`src/hdl/ppu_vram_pkg.sv`:
```
/*
  Shared widths, bank depths, watch constants, the bank identifier
  and the request structs of the video-RAM subsystem.
*/
package ppu_vram_pkg;

    // word geometry of every bank.
    localparam int unsigned vram_data_w = 64;
    localparam int unsigned vram_be_w   = vram_data_w / 8;
    localparam int unsigned vram_addr_w = 12; // pattern RAM needs the most bits.

    // number of entries per bank.
    localparam int unsigned tilram_depth = 2048;
    localparam int unsigned patram_depth = 4096;
    localparam int unsigned sprram_depth = 40;
    localparam int unsigned palram_depth = 512;

    localparam int unsigned palram_addr_w = 9;

    // last entry of each watched bank, where port B keeps its watch.
    localparam logic [vram_addr_w-1:0] tilram_last = vram_addr_w'(tilram_depth - 1);
    localparam logic [vram_addr_w-1:0] patram_last = vram_addr_w'(patram_depth - 1);
    localparam logic [vram_addr_w-1:0] sprram_last = vram_addr_w'(sprram_depth - 1);

    // a watched word holding this value lights its LED.
    localparam logic [vram_data_w-1:0] watch_magic = 64'd12345;

    typedef enum logic [1:0] {
        bank_til,
        bank_pat,
        bank_spr,
        bank_pal
    } vram_bank_e;

    // one memory port request; a read is a request with wren low.
    typedef struct packed {
        logic [vram_addr_w-1:0] addr;
        logic                   wren;
        logic [vram_data_w-1:0] wrdata;
        logic [vram_be_w-1:0]   byteena;
    } vram_req_t;

    // a host write names the bank and an offset inside it.
    typedef struct packed {
        vram_bank_e             bank;
        logic [vram_addr_w-1:0] offset;
        logic [vram_data_w-1:0] data;
        logic [vram_be_w-1:0]   byteena;
    } host_wr_t;

endpackage : ppu_vram_pkg

```
`src/hdl/vram_host_port.sv`:
```
/*
  Host write decoder. Turns a host write into a port-B request for one
  bank and otherwise lets the debug reader's watch requests through.
*/
`timescale 1ns/10ps

module vram_host_port (
    input  logic                    host_wr,
    input  ppu_vram_pkg::host_wr_t  host_req,
    input  ppu_vram_pkg::vram_req_t watch_til_b,
    input  ppu_vram_pkg::vram_req_t watch_pat_b,
    input  ppu_vram_pkg::vram_req_t watch_spr_b,
    output ppu_vram_pkg::vram_req_t til_b,
    output ppu_vram_pkg::vram_req_t pat_b,
    output ppu_vram_pkg::vram_req_t spr_b,
    output ppu_vram_pkg::vram_req_t pal_b
);

    ppu_vram_pkg::vram_req_t wr_req;

    logic til_hit;
    logic pat_hit;
    logic spr_hit;
    logic pal_hit;

    // a write hits a bank only when it is selected and the offset fits its depth.
    function automatic logic bank_hit(
        input logic                    wr,
        input ppu_vram_pkg::host_wr_t  req,
        input ppu_vram_pkg::vram_bank_e bank,
        input int unsigned             depth
    );
        return wr && (req.bank == bank) && (req.offset < depth);
    endfunction

    assign til_hit = bank_hit(host_wr, host_req, ppu_vram_pkg::bank_til,
                              ppu_vram_pkg::tilram_depth);
    assign pat_hit = bank_hit(host_wr, host_req, ppu_vram_pkg::bank_pat,
                              ppu_vram_pkg::patram_depth);
    assign spr_hit = bank_hit(host_wr, host_req, ppu_vram_pkg::bank_spr,
                              ppu_vram_pkg::sprram_depth);
    assign pal_hit = bank_hit(host_wr, host_req, ppu_vram_pkg::bank_pal,
                              ppu_vram_pkg::palram_depth);

    // the same write word goes to whichever bank is hit.
    always_comb begin
        wr_req         = '0;
        wr_req.addr    = host_req.offset;
        wr_req.wren    = 1'b1;
        wr_req.wrdata  = host_req.data;
        wr_req.byteena = host_req.byteena;
    end

    /*
      A write only displaces the watch of the bank it lands in. The other
      watched banks keep reading their last entry, so port-B read data
      never comes from an address other than the watched one.
    */
    assign til_b = til_hit ? wr_req : watch_til_b;
    assign pat_b = pat_hit ? wr_req : watch_pat_b;
    assign spr_b = spr_hit ? wr_req : watch_spr_b;
    assign pal_b = pal_hit ? wr_req : '0; // palette port B has no watch and idles.

endmodule : vram_host_port

```
`config.mk`:
```
export PLATFORM = sky130hd
export DESIGN_NAME = vram_host_port
export DESIGN_NICKNAME = d
export VERILOG_FILES = /design/src/hdl/ppu_vram_pkg.sv /design/src/hdl/vram_host_port.sv
export SDC_FILE = /design/constraint.sdc
export NUM_CORES = 1
export LEC_CHECK = 0
export ABC_AREA = 1
export BUFFER_PORTS_ARGS = -buffer_cell sky130_fd_sc_hd__buf_2
export CORE_AREA = 2 2 264 266
export DETAILED_ROUTE_END_ITERATION = 8
export DIE_AREA = 0 0 266 268
export GPL_TIMING_DRIVEN = 0
export PLACE_DENSITY = 0.35
export REMOVE_ABC_BUFFERS = 1
export SLEW_MARGIN = 5
export SYNTH_ARGS = -nofsm -noshare
export SYNTH_HDL_FRONTEND = slang
export SYNTH_SLANG_ARGS = --single-unit
```
`constraint.sdc`:
```
create_clock -name vclk -period 2.1
set_input_delay 0.315 -clock vclk [all_inputs]
set_output_delay 0.315 -clock vclk [all_outputs]
set_load 0.01 [all_outputs]
```
# ---- Word level (Yosys, flattened, before mapping)
# Index checks and enable logic that the tools add are counted.
dict set report classes {
  reduce_logical 8
  eq_ne 3
  order_cmp 3
  mux 4
}
# operator count
set op_table {}
lappend op_table {{2-to-1 mux 85 bit} 4}
lappend op_table {{less-than comparator 12 x 10 -> 1 bit, second input constant} 1}
lappend op_table {{less-than comparator 12 bit, second input constant} 1}
lappend op_table {{less-than comparator 12 x 6 -> 1 bit, second input constant} 1}
lappend op_table {{logical AND 1 bit} 7}
lappend op_table {{== test 2 bit, second input constant} 2}
lappend op_table {{== test 2 x 1 -> 1 bit, second input constant} 1}
lappend op_table {{logical NOT 2 bit} 1}
dict set report word_totals {
  regBits 0
  inputBits 342
  out_inout_bits 340
}

# ---- Longest topological paths before layout
# Gate-level depths: netlist (run 1).
dict set report logic_depth {
  ltp_word 4
  mapped_depth 9
}

# ---- Worst setup path after synthesis (run 1)
# Ideal clock, no wire load.
dict set report synth_path {
  path_kind {in2out}
  from {in host_req[82] (netlist bit)}
  to {out pal_b[73] (netlist bit)}
  arrival_time_ns 1.202
  path_slack_ns 0.583
  path_stages 6
  path_buffers 2
  cell_sequence {nor2_1 > nand2_1 > or2_2 > buf_4 > buf_6 > nor2_1}
}
# element line
set synth_lines {}
lappend synth_lines {{from (decl)} vram_host_port.sv:9} ;# input ppu_vram_pkg::host_wr_t host_req,
lappend synth_lines {{to (decl)} vram_host_port.sv:16} ;# output ppu_vram_pkg::vram_req_t pal_b

==> results of run 1 <==
layout by cell type, fill, tap and decap left out, types with 3 or more instances in the layout:
master     Yosys  final
buf_2         26    677
nand2_1      328    324
o21ai_0      167    134
inv_1         90     89
nor2_1        87     85
nand3_1       80     79
o21ai_1        0     27
buf_4         18     27
buf_12         0     11
a21boi_0       6      6
o21ai_2        0      6
buf_16         0      6
nand2_2        1      4
clkbuf_16      0      4
nor2_4         0      3
conb_1         1      3
bufbuf_16      0      3
buf_6         10      3
critical path, cell delays in order:
cell	delay [ns]
buf_2	0.13
inv_1	0.07
nand4_1	0.21
buf_6	0.22
buf_12	0.14
buf_4	0.13
o21ai_1	0.31
buf_2	0.21
layer usage:
metal	GRT usage, %	part of all wire, %	up-vias	wire (um)
met5	0	0.13	-	57
met4	4.30	5.0	8	2130
met3	3.04	9.2	83	3880
met2	19.0	48	513	20200
met1	11.8	38	3521	16100
li1	-	-	3951	-
path summary, 6_finish.rpt:
kind,slack (ns),to,cells after the start
setup / recovery,0.05,til_b[59],8
hold / removal,0.89,pat_b[72],4
report_power, final:
| group | leakage, nW | internal (mW) | total (mW) | switching (mW) |
|---|---|---|---|---|
| logic | 5.47 | 0.643 | 1.49 | 0.851 |
| registers | 0 | 0 | 0 | 0 |
| clock network | 0.0000127 | 0.000000128 | 0.000000128 | 0 |
| total | 5.47 | 0.643 | 1.49 | 0.851 |
repair_timing:
action | in CTS | in global routing
pin swaps | 4 | 2
cloned | 7 | 4
hold endpoints to repair | 0 | 0
setup buffers | 15 | 10
gates resized for setup | 24 | 40
endpoints found under the setup margin | 128 | 95
cell families (layout without fill, tap and decap cells):
kind of cell	after synthesis	count (layout)	share of synthesized area [%]
AO/OA/AOI/OAI	173	173	23.9
AND/OR/NAND/NOR	501	502	54.3
other	1	5	0.102
buffers and inverters	166	823	21.7
per-stage QoR:
stage | TNS, ns | hold WS [ns] | worst slack (ns) | instance area (sq um) | utilization, %
floorplan | -581.50 | 0.717 | -2.94 | 3230 | -
global placement | -1528.16 | 0.897 | -7.90 | 7730 | 11.3
detailed placement | -30.40 | 0.892 | -0.544 | 8110 | 11.9
CTS | 0 | 0.894 | 0.00522 | 8430 | 12.4
global route | -0.0386 | 0.915 | -0.0167 | 8660 | 12.7
finish | 0 | 0.894 | 0.0485 | 8660 | 12.7
layout make-up:
cell class                      instances  area share (%)
Multi-Input combinational cell        678            34.4
Inverter                               91            4.00
Tap cell                              882            12.7
Timing Repair Buffer                  732            48.8
Antenna cell                            2          0.0578
==> out/results.tsv, run 1 <==
metric	value	unit
CP startpoint kind	input port	
Clock buffer cells	0	
die area	71300	sq um
Mean Syn Cell Area	4.37	sq um
Pwr Total	1.49	mW
post-route minimum period	2.05	ns
Total GRT Usage	10.6	%
# IOs	682	
remaining antenna violation count after routing	0	
Worst-Margin Slew	0.641	ns
initial antenna violation count	19	
FF/Latch Area	0	sq um
RD Place Congestion	0.810	
status	complete, no violations	
most frequent cell after synthesis	nand2_1	
Die W	266	um
Starting Density	5.39	%
nets	1845	
Post-synth top cells	nand2_1 (328), o21ai_0 (167), inv_1 (90)	
drt total wl	42400	um
total gr overflow	0	
Seq Cell Count	0	
warning count from the yosys run	0	
Worst Setup SP	host_req[84]	
cell area after synthesis	3680	sq um
maxcap violations	0	
WL/cell	17.8	um
crit end category	primary output	
vias	8076	
vias in the first global route	7651	
DRT Pass-1 Iters	4	
slew margin rel.	57.3	%
layout cells sized above 1	50.2	%
Non-Filler Instances	2385	
crit path DAT	1.74	ns
Via-to-Cell Ratio	3.39	
first-pass GRT wire length	54300	um
Synth top area share	33.5	%
core area	68200	sq um
DP Cell Count	2348	
library cells used by synthesis	16	
Max Fanout on Critical Path	7	
WP data required	1.78	ns
Setup CP Type	in -> out	
count of final max-slew check failures	0	
Fin. Hold Viols	0	
register area share after synthesis	0	%
die height	268	um
initial drt markers	308	
final setup vio count	0	
drt drc	0	
filler cell count	8246	
area of the multi-input gates	2980	sq um
Pwr Density	173	nW/um^2
PortBufs	679	
Max Fclk	0.487	GHz
HP Start	watch_pat_b[72]	
cts hold-fix bufs	0	
period utilization	97.7	%
top cell type by total area after synthesis	nand2_1	
P_leak	5.47	nW
FP Rows	96	
maximum VDD drop	0.0000798	V
Synth Instances	841	
largest net degree at the start of global routing	76	
P&R area growth vs syn	135	%
top cells by area, synth	nand2_1 (33%), o21ai_0 (23%), nand3_1 (11%)	
dpl hpwl	33400	um
RSZ-0062 raised after global routing	true	
Hold Crit Class	in -> out	
Power figures use the tool's default switching activity.
==> inputs of run 2 (changes only) <==
--- a/config.mk
+++ b/config.mk
@@ -11,7 +11,7 @@
 export DETAILED_ROUTE_END_ITERATION = 8
 export DIE_AREA = 0 0 266 268
 export GPL_TIMING_DRIVEN = 0
-export PLACE_DENSITY = 0.35
+export PLACE_DENSITY = 0.3
 export REMOVE_ABC_BUFFERS = 1
 export SLEW_MARGIN = 5
 export SYNTH_ARGS = -nofsm -noshare
==> out/results.tsv, run 2 (synthesis gave the netlist of run 1 again) <==
metric	value	unit	change
dpl hpwl	30300	um	was 33,400 um
Max stage delay on crit path	0.45	ns	was 0.31 ns
die height	268	um	unchanged
crit end category	primary output		unchanged
crit path DAT	1.77	ns	was 1.74 ns
P_leak	5.37	nW	was 5.47 nW
commonest non-fill, non-tap cells in the layout	buf_2 (678), nand2_1 (315), o21ai_0 (159), inv_1 (90), nor2_1 (84)		was buf_2 (677), nand2_1 (324), o21ai_0 (134), inv_1 (89), nor2_1 (85)
Clock buffer cells	0		unchanged
Comb power frac	100.0	%	about the same
die area	71300	sq um	unchanged
initial drt markers	361		was 308
Clock power frac	0	%	about the same
vias in the first global route	7996		was 7,651
maxcap violations	0		unchanged
nets	1832		was 1,845
Pwr Density	175	nW/um^2	was 173 nW/um^2
core area	68200	sq um	unchanged
PortBufs	679		unchanged
P&R area growth vs syn	133	%	was 135%
first-pass GRT wire length	49700	um	was 54,300 um
final setup vio count	0		unchanged
P_sw	856	uW	was 851 uW
final worst slack	0.0131	ns	was 0.0485 ns
Seq Cell Count	0		unchanged
DP Cell Count	2346		was 2,348
Setup CP Type	in -> out		unchanged
pre-CTS setup slack	-1.07	ns	was -0.544 ns
vias	8250		was 8,076
Total GRT Usage	9.27	%	was 10.6%
CP max-delay cell	or2_4		was o21ai_1
DRT Pass-1 Iters	5		was 4
largest net degree at the start of global routing	79		was 76
Int Power	640	uW	was 643 uW
post-route minimum period	2.09	ns	was 2.05 ns
switching part of the total	57.2	%	was 57.0%
WP data required	1.78	ns	about the same
initial antenna violation count	4		was 19
Non-Filler Instances	2374		was 2,385
Max Fanout on Critical Path	42		was 7
Die W	266	um	unchanged
WL/cell	16.0	um	was 17.8 um
Starting Density	5.39	%	unchanged
# IOs	682		unchanged
Hold Slack	0.907	ns	was 0.894 ns
FP Rows	96		unchanged
slew margin rel.	52.5	%	was 57.3%
RD Place Congestion	0.880		was 0.810
setup TNS	0	ns	unchanged
period utilization	99.4	%	was 97.7%
status	complete, no violations		unchanged
total gr overflow	0		unchanged
Max Fclk	0.479	GHz	was 0.487 GHz
maximum VDD drop	0.0000541	V	was 0.0000798 V
critical-path cell list	buf_2, nor2_1, nand2_2, or2_4, buf_16, nor2_1, buf_2		was buf_2, inv_1, nand4_1, buf_6, buf_12, buf_4, o21ai_1, buf_2
RSZ-0062 raised after global routing	true		unchanged
layout cells sized above 1	50.2	%	about the same
CP startpoint kind	input port		unchanged
remaining antenna violation count after routing	0		unchanged
drt drc	0		unchanged
Fin. Hold Viols	0		unchanged
FF/Latch Area	0	sq um	unchanged
Worst-Margin Slew	0.713	ns	was 0.641 ns
drt total wl	38000	um	was 42,400 um
most common cell after layout, fill and taps aside	buf_2		unchanged
Via-to-Cell Ratio	3.48		was 3.39
Hold Crit Class	in -> out		unchanged
filler cell count	8101		was 8,246
count of final max-slew check failures	0		unchanged
sequential share of power	0	%	about the same
run 2: changes by cell type in the layout (fill, tap and decap cells not counted), moves of 3 or more:
cell,before,now
buf_8,1,4
o21ai_0,134,159
o21ai_1,27,5
buf_12,11,8
buf_4,27,12
clkbuf_16,4,1
o21ai_2,6,2
nand2_1,324,315
nand2_2,4,13
run 2: power by group through the flow:
stage	logic, mW	clock network (mW)	registers (mW)
after floorplan	0.555	0	0
after global placement	1.44	0	0
after detailed placement	1.42	0	0
after CTS	1.48	0	0
after global routing	1.62	0.000000127	0
final	1.50	0.000000201	0
run 2: through the flow:
| stage | total power, mW | utilization, % | instance area, sq um |
|---|---|---|---|
| 3_5_place_dp | 1.42 | 11.8 | 8070 |
| 2_1_floorplan | 0.555 | - | 3230 |
| 5_1_grt | 1.62 | 12.6 | 8570 |
| 3_3_place_gp | 1.44 | 11.3 | 7730 |
| 6_report | 1.50 | 12.6 | 8570 |
| 4_1_cts | 1.48 | 12.4 | 8460 |
run 2: worst paths after layout:
check,startpoint,endpoint,slack [ns],cells past startpoint
max,host_req[82],pal_b[53],0.01,7
min,watch_spr_b[60],spr_b[60],0.91,4
run 2: routing by layer:
layer | global-route usage (%) | up-vias | wire [um]
met4 | 5.34 | 0 | 2320
li1 | - | 3927 | -
met5 | 0 | - | 0
met1 | 9.76 | 3717 | 14100
met2 | 17.5 | 530 | 18900
met3 | 1.43 | 76 | 2760
run 2: layout make-up:
| class | count | area [sq um] | share of cell area [%] |
|---|---|---|---|
| Antenna cell | 4 | 10.0 | 0.117 |
| Inverter | 91 | 342 | 3.98 |
| Multi-Input combinational cell | 681 | 3050 | 35.6 |
| Tap cell | 882 | 1100 | 12.9 |
| Timing Repair Buffer | 716 | 4070 | 47.5 |
run 2: worst max-delay path, delay by kind of cell:
family	cells	cell delay, ns
buffers and inverters	3	0.53
AND/OR/NAND/NOR	4	0.83
run 2: timing repair:
item | CTS | global route
setup endpoints to repair | 152 | 46
setup buffers | 15 | 4
cloned | 6 | 2
pin swaps | 7 | 3
hold buffers | 0 | 0
resized for setup | 38 | 14
