`src/hdl/ppu_vram_pkg.sv`:
```
/*
  Shared widths, bank depths, watch constants, the bank identifier
  and the request structs of the video-RAM subsystem.
*/
package ppu_vram_pkg;

    // word geometry of every bank.
    localparam int unsigned vram_data_w = 64;
    localparam int unsigned vram_be_w   = vram_data_w / 8;
    localparam int unsigned vram_addr_w = 12; // pattern RAM needs the most bits.

    // number of entries per bank.
    localparam int unsigned tilram_depth = 2048;
    localparam int unsigned patram_depth = 4096;
    localparam int unsigned sprram_depth = 40;
    localparam int unsigned palram_depth = 512;

    localparam int unsigned palram_addr_w = 9;

    // last entry of each watched bank, where port B keeps its watch.
    localparam logic [vram_addr_w-1:0] tilram_last = vram_addr_w'(tilram_depth - 1);
    localparam logic [vram_addr_w-1:0] patram_last = vram_addr_w'(patram_depth - 1);
    localparam logic [vram_addr_w-1:0] sprram_last = vram_addr_w'(sprram_depth - 1);

    // a watched word holding this value lights its LED.
    localparam logic [vram_data_w-1:0] watch_magic = 64'd12345;

    typedef enum logic [1:0] {
        bank_til,
        bank_pat,
        bank_spr,
        bank_pal
    } vram_bank_e;

    // one memory port request; a read is a request with wren low.
    typedef struct packed {
        logic [vram_addr_w-1:0] addr;
        logic                   wren;
        logic [vram_data_w-1:0] wrdata;
        logic [vram_be_w-1:0]   byteena;
    } vram_req_t;

    // a host write names the bank and an offset inside it.
    typedef struct packed {
        vram_bank_e             bank;
        logic [vram_addr_w-1:0] offset;
        logic [vram_data_w-1:0] data;
        logic [vram_be_w-1:0]   byteena;
    } host_wr_t;

endpackage : ppu_vram_pkg

```
`src/hdl/ppu_debug_reader.sv`:
```
/*
  Debug reader. Watches the first and last entry of the tile, pattern
  and sprite RAMs for the magic value and serves palette reads.
*/
`timescale 1ns/10ps

module ppu_debug_reader (
    input  logic                                 clk,
    input  logic                                 rst_n,
    output logic [5:0]                           led,
    input  logic [ppu_vram_pkg::palram_addr_w-1:0] palram_rdaddr,
    output logic [ppu_vram_pkg::vram_data_w-1:0] palram_rddata,
    output ppu_vram_pkg::vram_req_t              til_a,
    output ppu_vram_pkg::vram_req_t              pat_a,
    output ppu_vram_pkg::vram_req_t              spr_a,
    output ppu_vram_pkg::vram_req_t              pal_a,
    output ppu_vram_pkg::vram_req_t              watch_til_b,
    output ppu_vram_pkg::vram_req_t              watch_pat_b,
    output ppu_vram_pkg::vram_req_t              watch_spr_b,
    input  logic [ppu_vram_pkg::vram_data_w-1:0] til_rd_a,
    input  logic [ppu_vram_pkg::vram_data_w-1:0] til_rd_b,
    input  logic [ppu_vram_pkg::vram_data_w-1:0] pat_rd_a,
    input  logic [ppu_vram_pkg::vram_data_w-1:0] pat_rd_b,
    input  logic [ppu_vram_pkg::vram_data_w-1:0] spr_rd_a,
    input  logic [ppu_vram_pkg::vram_data_w-1:0] spr_rd_b,
    input  logic [ppu_vram_pkg::vram_data_w-1:0] pal_rd_a,
    input  logic                                 til_rdvalid_b,
    input  logic                                 pat_rdvalid_b,
    input  logic                                 spr_rdvalid_b
);

    logic [5:0] watch_hit;
    logic [5:0] flags;

    // port A of the watched banks reads entry 0 forever.
    always_comb begin
        til_a = '0;
        pat_a = '0;
        spr_a = '0;
    end

    // port B watches the last entry of each bank.
    always_comb begin
        watch_til_b      = '0;
        watch_pat_b      = '0;
        watch_spr_b      = '0;
        watch_til_b.addr = ppu_vram_pkg::tilram_last;
        watch_pat_b.addr = ppu_vram_pkg::patram_last;
        watch_spr_b.addr = ppu_vram_pkg::sprram_last;
    end

    // the palette read port belongs to the display side.
    always_comb begin
        pal_a      = '0;
        pal_a.addr = {{(ppu_vram_pkg::vram_addr_w - ppu_vram_pkg::palram_addr_w){1'b0}},
                      palram_rdaddr};
    end

    assign palram_rddata = pal_rd_a; // registered inside the bank.

    // port-B data may be a write cycle's leftover, hence the valid qualifier.
    assign watch_hit[0] = (til_rd_a == ppu_vram_pkg::watch_magic);
    assign watch_hit[1] = til_rdvalid_b && (til_rd_b == ppu_vram_pkg::watch_magic);
    assign watch_hit[2] = (pat_rd_a == ppu_vram_pkg::watch_magic);
    assign watch_hit[3] = pat_rdvalid_b && (pat_rd_b == ppu_vram_pkg::watch_magic);
    assign watch_hit[4] = (spr_rd_a == ppu_vram_pkg::watch_magic);
    assign watch_hit[5] = spr_rdvalid_b && (spr_rd_b == ppu_vram_pkg::watch_magic);

    // flags are sticky. once a location has held the magic value it stays lit.
    always_ff @(posedge clk, negedge rst_n) begin
        if (!rst_n) begin
            flags <= '0;
        end else begin
            flags <= flags | watch_hit;
        end
    end

    assign led = flags;

endmodule : ppu_debug_reader

```
`config.mk`:
```
export PLATFORM = sky130hd
export DESIGN_NAME = ppu_debug_reader
export DESIGN_NICKNAME = d
export VERILOG_FILES = /design/src/hdl/ppu_vram_pkg.sv /design/src/hdl/ppu_debug_reader.sv
export SDC_FILE = /design/constraint.sdc
export NUM_CORES = 1
export LEC_CHECK = 0
export BUFFER_PORTS_ARGS = -buffer_cell sky130_fd_sc_hd__buf_2
export CAP_MARGIN = 20
export CORE_AREA = 2 2 442 444
export CTS_CLUSTER_SIZE = 14
export DETAILED_ROUTE_END_ITERATION = 10
export DIE_AREA = 0 0 444 446
export GPL_ROUTABILITY_DRIVEN = 1
export SLEW_MARGIN = 20
export SYNTH_ARGS = -nofsm -noshare
export SYNTH_HDL_FRONTEND = slang
export SYNTH_SLANG_ARGS = --single-unit
```
`constraint.sdc`:
```
create_clock -name clk -period 0.8 [get_ports clk]
set_clock_uncertainty 0.1 [all_clocks]
set_input_delay 0.16 -clock clk [delete_from_list [all_inputs] [get_ports clk]]
set_output_delay 0.16 -clock clk [all_outputs]
set_load 0.02 [all_outputs]
```
# ---- Word-level counts from Yosys, hierarchy flattened
# Cells that the tools add are included.
# Widths: inputs -> output; s select.
dict set report classes {
  n_shift 0
  addsub 0
  n_eq_ne 6
  bitwise_logic 1
  n_reduce_logical 3
  muxes 0
  n_lt_le_gt_ge 0
  n_mul 0
  div_mod_pow 0
}
# op n
set op_table {}
lappend op_table {{$eq 64x14->1 const B} 6}
lappend op_table {{$or 6x6->6} 1}
lappend op_table {{$logic_and 1x1->1} 3}
dict set report totals {
  mem_bits_ro 0
  output_inout_bits 665
  ramBits 0
  mem_count 0
  latchBits 0
  in_bits 462
  reg_bits 6
}

# ---- Longest topological paths before layout
# Gate-level depths: netlist (run 1).
dict set report logic_depth {
  word_depth 3
  mapped_depth 4
  ltp_nobuf 4
}

# ---- Least setup slack after synthesis (run 1)
# OpenSTA, ideal clock, no wires.
dict set report synth_path {
  path_type {in2reg}
  from {input port til_rd_b[15] (netlist name)}
  to {register flags[1] (netlist: led[1])}
  arrival_time_ns 0.950
  setup_ns 0.066
  setup_slack_ns -0.317
  path_stages 4
  required_ns 0.634
  path_cell_list {nor4_2 -> nand4_1 -> nor4_1 -> a41o_1}
}
dict set report synth_between {
  elab_chain_len 3
}
# item line
set synth_rtl {}
lappend synth_rtl {{start, declared} ppu_debug_reader.sv:21} ;# input logic [ppu_vram_pkg::vram_data_w-1:0] til_rd_b,
lappend synth_rtl {{$eq 64x14->1} ppu_debug_reader.sv:63} ;# assign watch_hit[1] = til_rdvalid_b && (til_rd_b == ppu_vram_pkg::watch_magic);
lappend synth_rtl {{$logic_and 1x1->1} ppu_debug_reader.sv:63}
lappend synth_rtl {{$or 6x6->6} ppu_debug_reader.sv:74} ;# flags <= flags | watch_hit;
lappend synth_rtl {{end signal, assigned} ppu_debug_reader.sv:74}
lappend synth_rtl {{end, declared} ppu_debug_reader.sv:33} ;# logic [5:0] flags;
# Every way passes these cells.

# ---- Worst setup path after layout (run 1)
dict set report layout_path {
  from {input port pat_rd_b[20] (netlist name)}
  to {register flags[3] (netlist: led[3])}
}
dict set report layout_between {
  elab_chain_len 3
}
# item line
set layout_rtl {}
lappend layout_rtl {{start, declared} ppu_debug_reader.sv:23} ;# input logic [ppu_vram_pkg::vram_data_w-1:0] pat_rd_b,
lappend layout_rtl {{$eq 64x14->1} ppu_debug_reader.sv:65} ;# assign watch_hit[3] = pat_rdvalid_b && (pat_rd_b == ppu_vram_pkg::watch_magic);
lappend layout_rtl {{$logic_and 1x1->1} ppu_debug_reader.sv:65}
lappend layout_rtl {{$or 6x6->6} ppu_debug_reader.sv:74}
# Every way passes these cells.

==> run summary, run 1 <==
==================================================================================================
Total count of hold-check failures in the final report                                           0
Status                                                                                finished with violations
Drc violations                                                                                   0
Flip-flop count of the largest register after layout                                             6
Leakage power of the design                                                            0.004073 uW
Synth cell types                                                                                16
Later-pin clock latency in the skew report                                                  290 ps
Failing checks                                                                        negative setup slack
GRT Resource Usage Total                                                                    3.925%
Data required time of the worst path                                                        930 ps
Top cells by area in the synthesized netlist                                          sky130_fd_sc_hd__buf_4 (81%), sky130_fd_sc_hd__nor4_1 (6.4%), sky130_fd_sc_hd__dfrtp_1 (2.5%), sky130_fd_sc_hd__nor4b_1 (2.5%), sky130_fd_sc_hd__nand4_1 (2.4%)
Via count of the first global-routing pass                                                    4000
Placeable core area                                                                    0.1936 mm^2
Final RePlAce weighted congestion                                                           0.8186
Final cell count without fillers                                                              3732
Pin count of the biggest net entering global routing                                             7
Min setup slack post-route                                                               -547.1 ps
Buffers plus inverters on the worst setup path                                                   3
Dominant cell type by area after synthesis                                            sky130_fd_sc_hd__buf_4
Initial core utilization                                                                    3.137%
Clock transition time at the flip-flop clock pins of the worst setup and hold paths          70 ps
Total negative slack                                                                      -4172 ps
Worst EP arrival                                                                           1470 ps
Area Growth Syn to Fin                                                                      56.85%
Drt first pass iters                                                                             4
Violation count after the first detailed-route iteration                                       134
Tmin final                                                                                 1347 ps
Worst voltage drop across the vdd grid                                                 0.0005441 V
Global-route wire length before repair                                                    46600 um
Maximum operating frequency                                                              742.3 MHz
Setup violation total in the final timing report                                                12
Number of cells in the design after placement                                                 3706
Number of antenna violations at the first check in global routing                               55
Full die area                                                                          0.1980 mm^2
Sequential area share after synthesis                                                       2.473%
Via density per instance                                                                     1.345
Power density normalized to cell area                                                 588.6 mW/mm^2
Yosys top cell area share                                                                   81.48%
Number of standard-cell rows in the floorplan                                                  162
Kind of cell adding the most delay to the critical path                               simple AND/OR/NAND/NOR gates
Crit path kind                                                                        primary input to flip-flop
Worst-path maximum fanout                                                                        1
Clock network fraction of design power                                                       22.3%
Clock tree buffer depth                                                                          2
Port buffer count                                                                              394
Average routed wire per standard cell                                                     11.55 um
Total I/O pin count                                                                           1127
Overall die height                                                                          446 um
Cell with the largest stage delay on the worst path                                   sky130_fd_sc_hd__nor4_4
Final Routed Wirelength                                                                   43120 um
Antenna Nets Post-Route                                                                          0
Fraction of power consumed by sequential logic                                                5.4%
Number of register bits inferred by synthesis                                                    6
Internal power consumption                                                                 1889 uW
Synthesized area divided by synthesized cell count                                      7.524 um^2
Fraction of power spent switching nets                                                      66.30%
Post-Synthesis Cells                                                                           807
Horizontal die dimension                                                                    444 um
CTS sink cnt                                                                                     6
Combinational cell fraction of total power                                                   72.3%
Warnings from Yosys                                                                              0
Via count                                                                                     5018
Async SR Flop Fraction                                                                      100.0%
Top FF cell, synth                                                                    sky130_fd_sc_hd__dfrtp_1
Post-synth top cells                                                                  sky130_fd_sc_hd__buf_4 (659), sky130_fd_sc_hd__nor4_1 (62), sky130_fd_sc_hd__nand4_1 (23)
Number of flops mapped to enable cells by yosys                                                  0
Max-cap violations                                                                               0
Nets                                                                                          1631
Root buffer cell                                                                      sky130_fd_sc_hd__clkbuf_16
Setup repair after global routing missed its margin                                            yes
Min-delay worst type                                                                  primary input to flip-flop
Detailed placement HPWL                                                                   41250 um
Switching component of the power                                                           3717 uW
Nature of the critical path endpoint                                                     flip-flop
Max-slew violations                                                                              0
Clock H-tree levels                                                                              1
Most repeated cell in the gate-level netlist after synthesis                          sky130_fd_sc_hd__buf_4
Tot Pwr                                                                                    5606 uW
TritonCTS clock tree                                                                         built
Share of the cycle needed by the critical path after routing                                168.4%
GR Overflow Total                                                                                0
Delay of the slowest cell on the worst path                                                 300 ps
Cell area after technology mapping                                                    0.006072 mm^2
Crit-path most repeated cell                                                          sky130_fd_sc_hd__buf_6
CP cell instances                                                                     buf_2, nor4_2, nand4_1, buf_6, nor4_4, buf_6, a41o_1
Share of layout cells above drive strength 1                                                41.39%
Number of buffers created by CTS                                                                 3
Critical Path Source Type                                                             primary input
==================================================================================================
[metrics by stage]
| stage | area, um^2 | util, % | hold slack, ps | setup slack (ps) |
|---|---|---|---|---|
| finish | 9524 | 4.920 | 93.01 | -547.1 |
| global route | 9504 | 4.910 | 117.1 | -628.3 |
| CTS | 9359 | 4.835 | 91.69 | -651.2 |
| detailed placement | 8951 | 4.624 | 31.33 | -1178 |
| global placement | 8937 | 4.617 | 32.06 | -2089 |
| floorplan | 8417 | - | -235.6 | -295.3 |
[repair_timing]
item / 4_1_cts / 5_1_grt
hold buffers: 1 / 0
pin swaps: 30 / 11
setup buffers: 2 / 0
resized for setup: 61 / 17
hold endpoints to repair: 6 / 0
setup endpoints to repair: 12 / 12
[worst paths after layout]
path                                   start      to  slack (ps)  depth (start not counted)
worst max-delay path            pat_rd_b[20]  led[3]        -550                          7
worst min-delay path            spr_rd_a[60]  led[4]          90                          4
worst max register to register        led[5]  led[5]        -240                          2
worst min register to register        led[0]  led[0]         380                          1
max in group asynchronous              rst_n  led[5]         200                          3
min in group asynchronous              rst_n  led[4]         240                          3
[worst reg2reg max path, stage by stage, from the launching register on]
cell and delay [ps]:
sky130_fd_sc_hd__dfrtp_2 420, sky130_fd_sc_hd__buf_4 150, sky130_fd_sc_hd__a41o_1 240
[power groups by stage]
stage	Sequential [uW]	Clock (uW)	Combinational, uW
final	303	1250	4060
after global routing	303	1320	4370
after CTS	303	1380	3990
after detailed placement	309	0	3870
after global placement	309	0	3860
after floorplan	309	0	5250
[cells by family (layout without fill, tap and decap cells)]
family	count (synthesis)	in the layout	share of synthesized area, %
AOI/OAI and AO/OA	6	6	0.8860
buffers and inverters	660	436	81.54
DFF	6	6	2.473
other	2	609	0.1237
and+or+nand+nor	133	133	14.98
[cell type report]
| class | instances | area (um^2) |
|---|---|---|
| fillers | 23010 | 184000 |
| clock buffers | 3 | 75.07 |
| flip-flops and latches | 6 | 151.4 |
| diodes | 23 | 57.56 |
| repair buffers | 432 | 2486 |
| multi-input cells | 725 | 3570 |
| inverters | 1 | 3.754 |
| well taps | 2542 | 3181 |
[layer usage]
| metal | global-route usage, % | routed length [um] | up-vias |
|---|---|---|---|
| met1 | 3.775 | 13620 | 2139 |
| met2 | 6.962 | 21790 | 594 |
| met4 | 1.983 | 2288 | 8 |
| met5 | 0.4884 | 173 | - |
| li1 | - | - | 2169 |
| met3 | 1.821 | 5240 | 108 |
[cells in the final DEF (no fill, tap or decap), types with 8 or more instances in the layout]
cell type and instances:
sky130_fd_sc_hd__buf_4 29, sky130_fd_sc_hd__nor4_1 34, sky130_fd_sc_hd__nor4_2 18, sky130_fd_sc_hd__nor4b_1 9, sky130_fd_sc_hd__buf_6 33, sky130_fd_sc_hd__diode_2 23, sky130_fd_sc_hd__nor4b_2 8, sky130_fd_sc_hd__buf_2 366
sky130_fd_sc_hd__nand4_1 23, sky130_fd_sc_hd__conb_1 586, sky130_fd_sc_hd__nor4_4 16, sky130_fd_sc_hd__nor2_1 8
Power figures use the tool's default switching activity.
==> inputs of run 2 (changes only) <==
- CORE_AREA: 2 2 442 444 -> 2 2 438 440
- DIE_AREA: 0 0 444 446 -> 0 0 440 442
- clock period: 0.8 -> 1.3 ns (I/O delays scaled with it)
==> run 2 against run 1 <==
The run still ends with negative setup slack left. Setup slack gained 470 ps. Global-route usage fell by 0.42 points. Flip-flop and latch count unchanged. Via count is essentially flat. Combinational power is 40% lower. Power fell by 39%. Final cell count decreased by 0.99%. Critical path type unchanged. Largest cell class unchanged. Largest power group unchanged.
==> run summary, run 2 (synthesized netlist as in run 1, its figures left out) <==
==================================================================================================
Status                                                                                finished with violations   unchanged
Failing checks                                                                        negative setup slack   unchanged
Max-cap violations                                                                               0   unchanged
Leakage power of the design                                                            0.004048 uW   was 0.004073 uW
Critical Path Source Type                                                             primary input   unchanged
HP Start                                                                              spr_rd_b[26]   was spr_rd_a[60]
Min-delay worst type                                                                  primary input to flip-flop   unchanged
Final Routed Wirelength                                                                   37860 um   was 43120 um
Cell with the largest stage delay on the worst path                                   sky130_fd_sc_hd__nor4_4   unchanged
Pre-CTS setup slack                                                                       -1021 ps   was -1178 ps
Number of buffers created by CTS                                                                 3   unchanged
Via count                                                                                     5022   was 5018
Drt first pass iters                                                                             4   unchanged
Setup violation total in the final timing report                                                 2   was 12
Port buffer count                                                                              394   unchanged
Max-slew violations                                                                              0   unchanged
Most common cell after layout, fill and taps aside                                    sky130_fd_sc_hd__conb_1   unchanged
Via density per instance                                                                     1.359   was 1.345
Total I/O pin count                                                                           1127   unchanged
Overall die height                                                                          442 um   was 446 um
Endpoint of the worst register-to-register path                                             led[5]   unchanged
Number of standard-cell rows in the floorplan                                                  160   was 162
Horizontal die dimension                                                                    440 um   was 444 um
Total count of hold-check failures in the final report                                           0   unchanged
Clock transition time at the flip-flop clock pins of the worst setup and hold paths          70 ps   about the same
Most used cells in the layout excluding fill and tap cells                            sky130_fd_sc_hd__conb_1 (586), sky130_fd_sc_hd__buf_2 (378), sky130_fd_sc_hd__nor4_1 (49)   was sky130_fd_sc_hd__conb_1 (586), sky130_fd_sc_hd__buf_2 (366), sky130_fd_sc_hd__nor4_1 (34)
Flip-flop count of the largest register after layout                                             6   unchanged
Pin count of the biggest net entering global routing                                             7   unchanged
Clock H-tree levels                                                                              1   unchanged
Area after detailed placement                                                         0.008787 mm^2   was 0.008951 mm^2
Total non-filler cell area in the finished layout                                     0.009261 mm^2   was 0.009524 mm^2
Number of antenna violations at the first check in global routing                               45   was 55
CTS sink cnt                                                                                     6   unchanged
Maximum operating frequency                                                              726.6 MHz
GRT Resource Usage Total                                                                    3.504%   was 3.925%
Tmin final                                                                                 1376 ps
Delay of the slowest cell on the worst path                                                 260 ps   was 300 ps
Antenna Nets Post-Route                                                                          0   unchanged
Number of cells in the design after placement                                                 3674   was 3706
Violation count after the first detailed-route iteration                                       167   was 134
TritonCTS clock tree                                                                         built   unchanged
Share of the cycle needed by the critical path after routing                                105.9%
Final cell count without fillers                                                              3695   was 3732
Full die area                                                                          0.1945 mm^2   was 0.1980 mm^2
Crit-path most repeated cell                                                          sky130_fd_sc_hd__nor4_4   was sky130_fd_sc_hd__buf_6
Data required time of the worst path                                                       1430 ps   was 930 ps
Logic depth of the worst register-to-register path                                               2   unchanged
GR Overflow Total                                                                                0   unchanged
Average routed wire per standard cell                                                     10.25 um   was 11.55 um
Setup slack, reg-to-reg                                                                     290 ps   was -240 ps
Hold Path End                                                                               led[5]   was led[4]
Nets                                                                                          1630   was 1631
Origin of the critical flop-to-flop path                                                    led[5]   unchanged
Min setup slack post-route                                                               -76.23 ps   was -547.1 ps
Area Growth Syn to Fin                                                                      52.52%   was 56.85%
Clock tree buffer depth                                                                          2   unchanged
Crit path kind                                                                        primary input to flip-flop   unchanged
Final RePlAce weighted congestion                                                           0.8167   was 0.8186
Via count of the first global-routing pass                                                    4154   was 4000
Worst voltage drop across the vdd grid                                                 0.0003068 V   was 0.0005441 V
Power density normalized to cell area                                                 367.3 mW/mm^2   was 588.6 mW/mm^2
Drc violations                                                                                   0   unchanged
Initial core utilization                                                                    3.203%   was 3.137%
Hold Path Stages                                                                                 3   was 4
CP cell instances                                                                     buf_2, nor4_4, buf_4, nand4_1, buf_6, nor4_4, a41o_1   was buf_2, nor4_2, nand4_1, buf_6, nor4_4, buf_6, a41o_1
Detailed placement HPWL                                                                   35600 um   was 41250 um
Worst-path maximum fanout                                                                        1   unchanged
Setup repair after global routing missed its margin                                            yes   unchanged
Global-route wire length before repair                                                    41930 um   was 46600 um
Nature of the critical path endpoint                                                     flip-flop   unchanged
Root buffer cell                                                                      sky130_fd_sc_hd__clkbuf_16   unchanged
Placeable core area                                                                    0.1896 mm^2   was 0.1936 mm^2
Share of layout cells above drive strength 1                                                40.22%   was 41.39%
Worst EP arrival                                                                           1510 ps   was 1470 ps
Utilization of the core after routing                                                       4.885%   was 4.920%
Later-pin clock latency in the skew report                                                  290 ps   about the same
==================================================================================================
[run 2: timing repair]
action	in CTS	in global routing
gates cloned	0	0
hold buffers	1	0
gates resized for setup	34	25
hold endpoints to repair	6	0
setup endpoints to repair	8	7
buffers inserted	1	0
pin swaps	15	6
[run 2: worst max path at each step]
stage / cells after the start / slack (ps) / endpoint / startpoint
after detailed placement: 6 / -1020 / led[1] / til_rd_b[7]
after global placement: 5 / -2460 / led[4] / spr_rd_a[20]
after floorplan: 4 / 80 / led[1] / til_rd_b[15]
final: 7 / -80 / led[3] / pat_rd_b[51]
after CTS: 6 / -70 / led[1] / til_rd_b[8]
after global routing: 6 / -140 / led[1] / til_rd_b[8]
[run 2: layout make-up]
cell class,instances,area [um^2]
Sequential cell,6,151.4
Multi-Input combinational cell,725,3448
Clock buffer,3,75.07
Inverter,1,3.754
Timing Repair Buffer,431,2396
Tap cell,2511,3142
Antenna cell,18,45.04
Fill cell,22600,180300
[run 2: per-stage QoR]
step	power, uW	hold WS [ps]	TNS (ps)
after floorplan	3407	-135.6	0
after global placement	2496	124.8	-5071
after detailed placement	2511	126.6	-3339
after CTS	3513	154.9	-187.9
after global routing	3722	198.8	-382.2
final	3402	228.4	-139.7
[run 2: where the power goes]
part	internal [uW]	total [uW]	leakage (uW)	switching, uW
clock network	411	769	0.0000371	357
logic	546	2450	0.00393	1900
registers	186	186	0.0000770	0
[run 2: metal layers]
metal | wire length [um] | up-vias | global-route usage [%]
met4 | 1828 | 14 | 1.859
met3 | 5062 | 76 | 1.729
met5 | 97 | - | 0.3722
li1 | - | 2163 | -
met2 | 16490 | 570 | 5.259
met1 | 14380 | 2199 | 4.025
[run 2: worst max-delay path: cells and delay by family]
family | cells | cell delay (ps)
buffers and inverters | 3 | 460
AOI/OAI and AO/OA | 1 | 190
and+or+nand+nor | 3 | 610
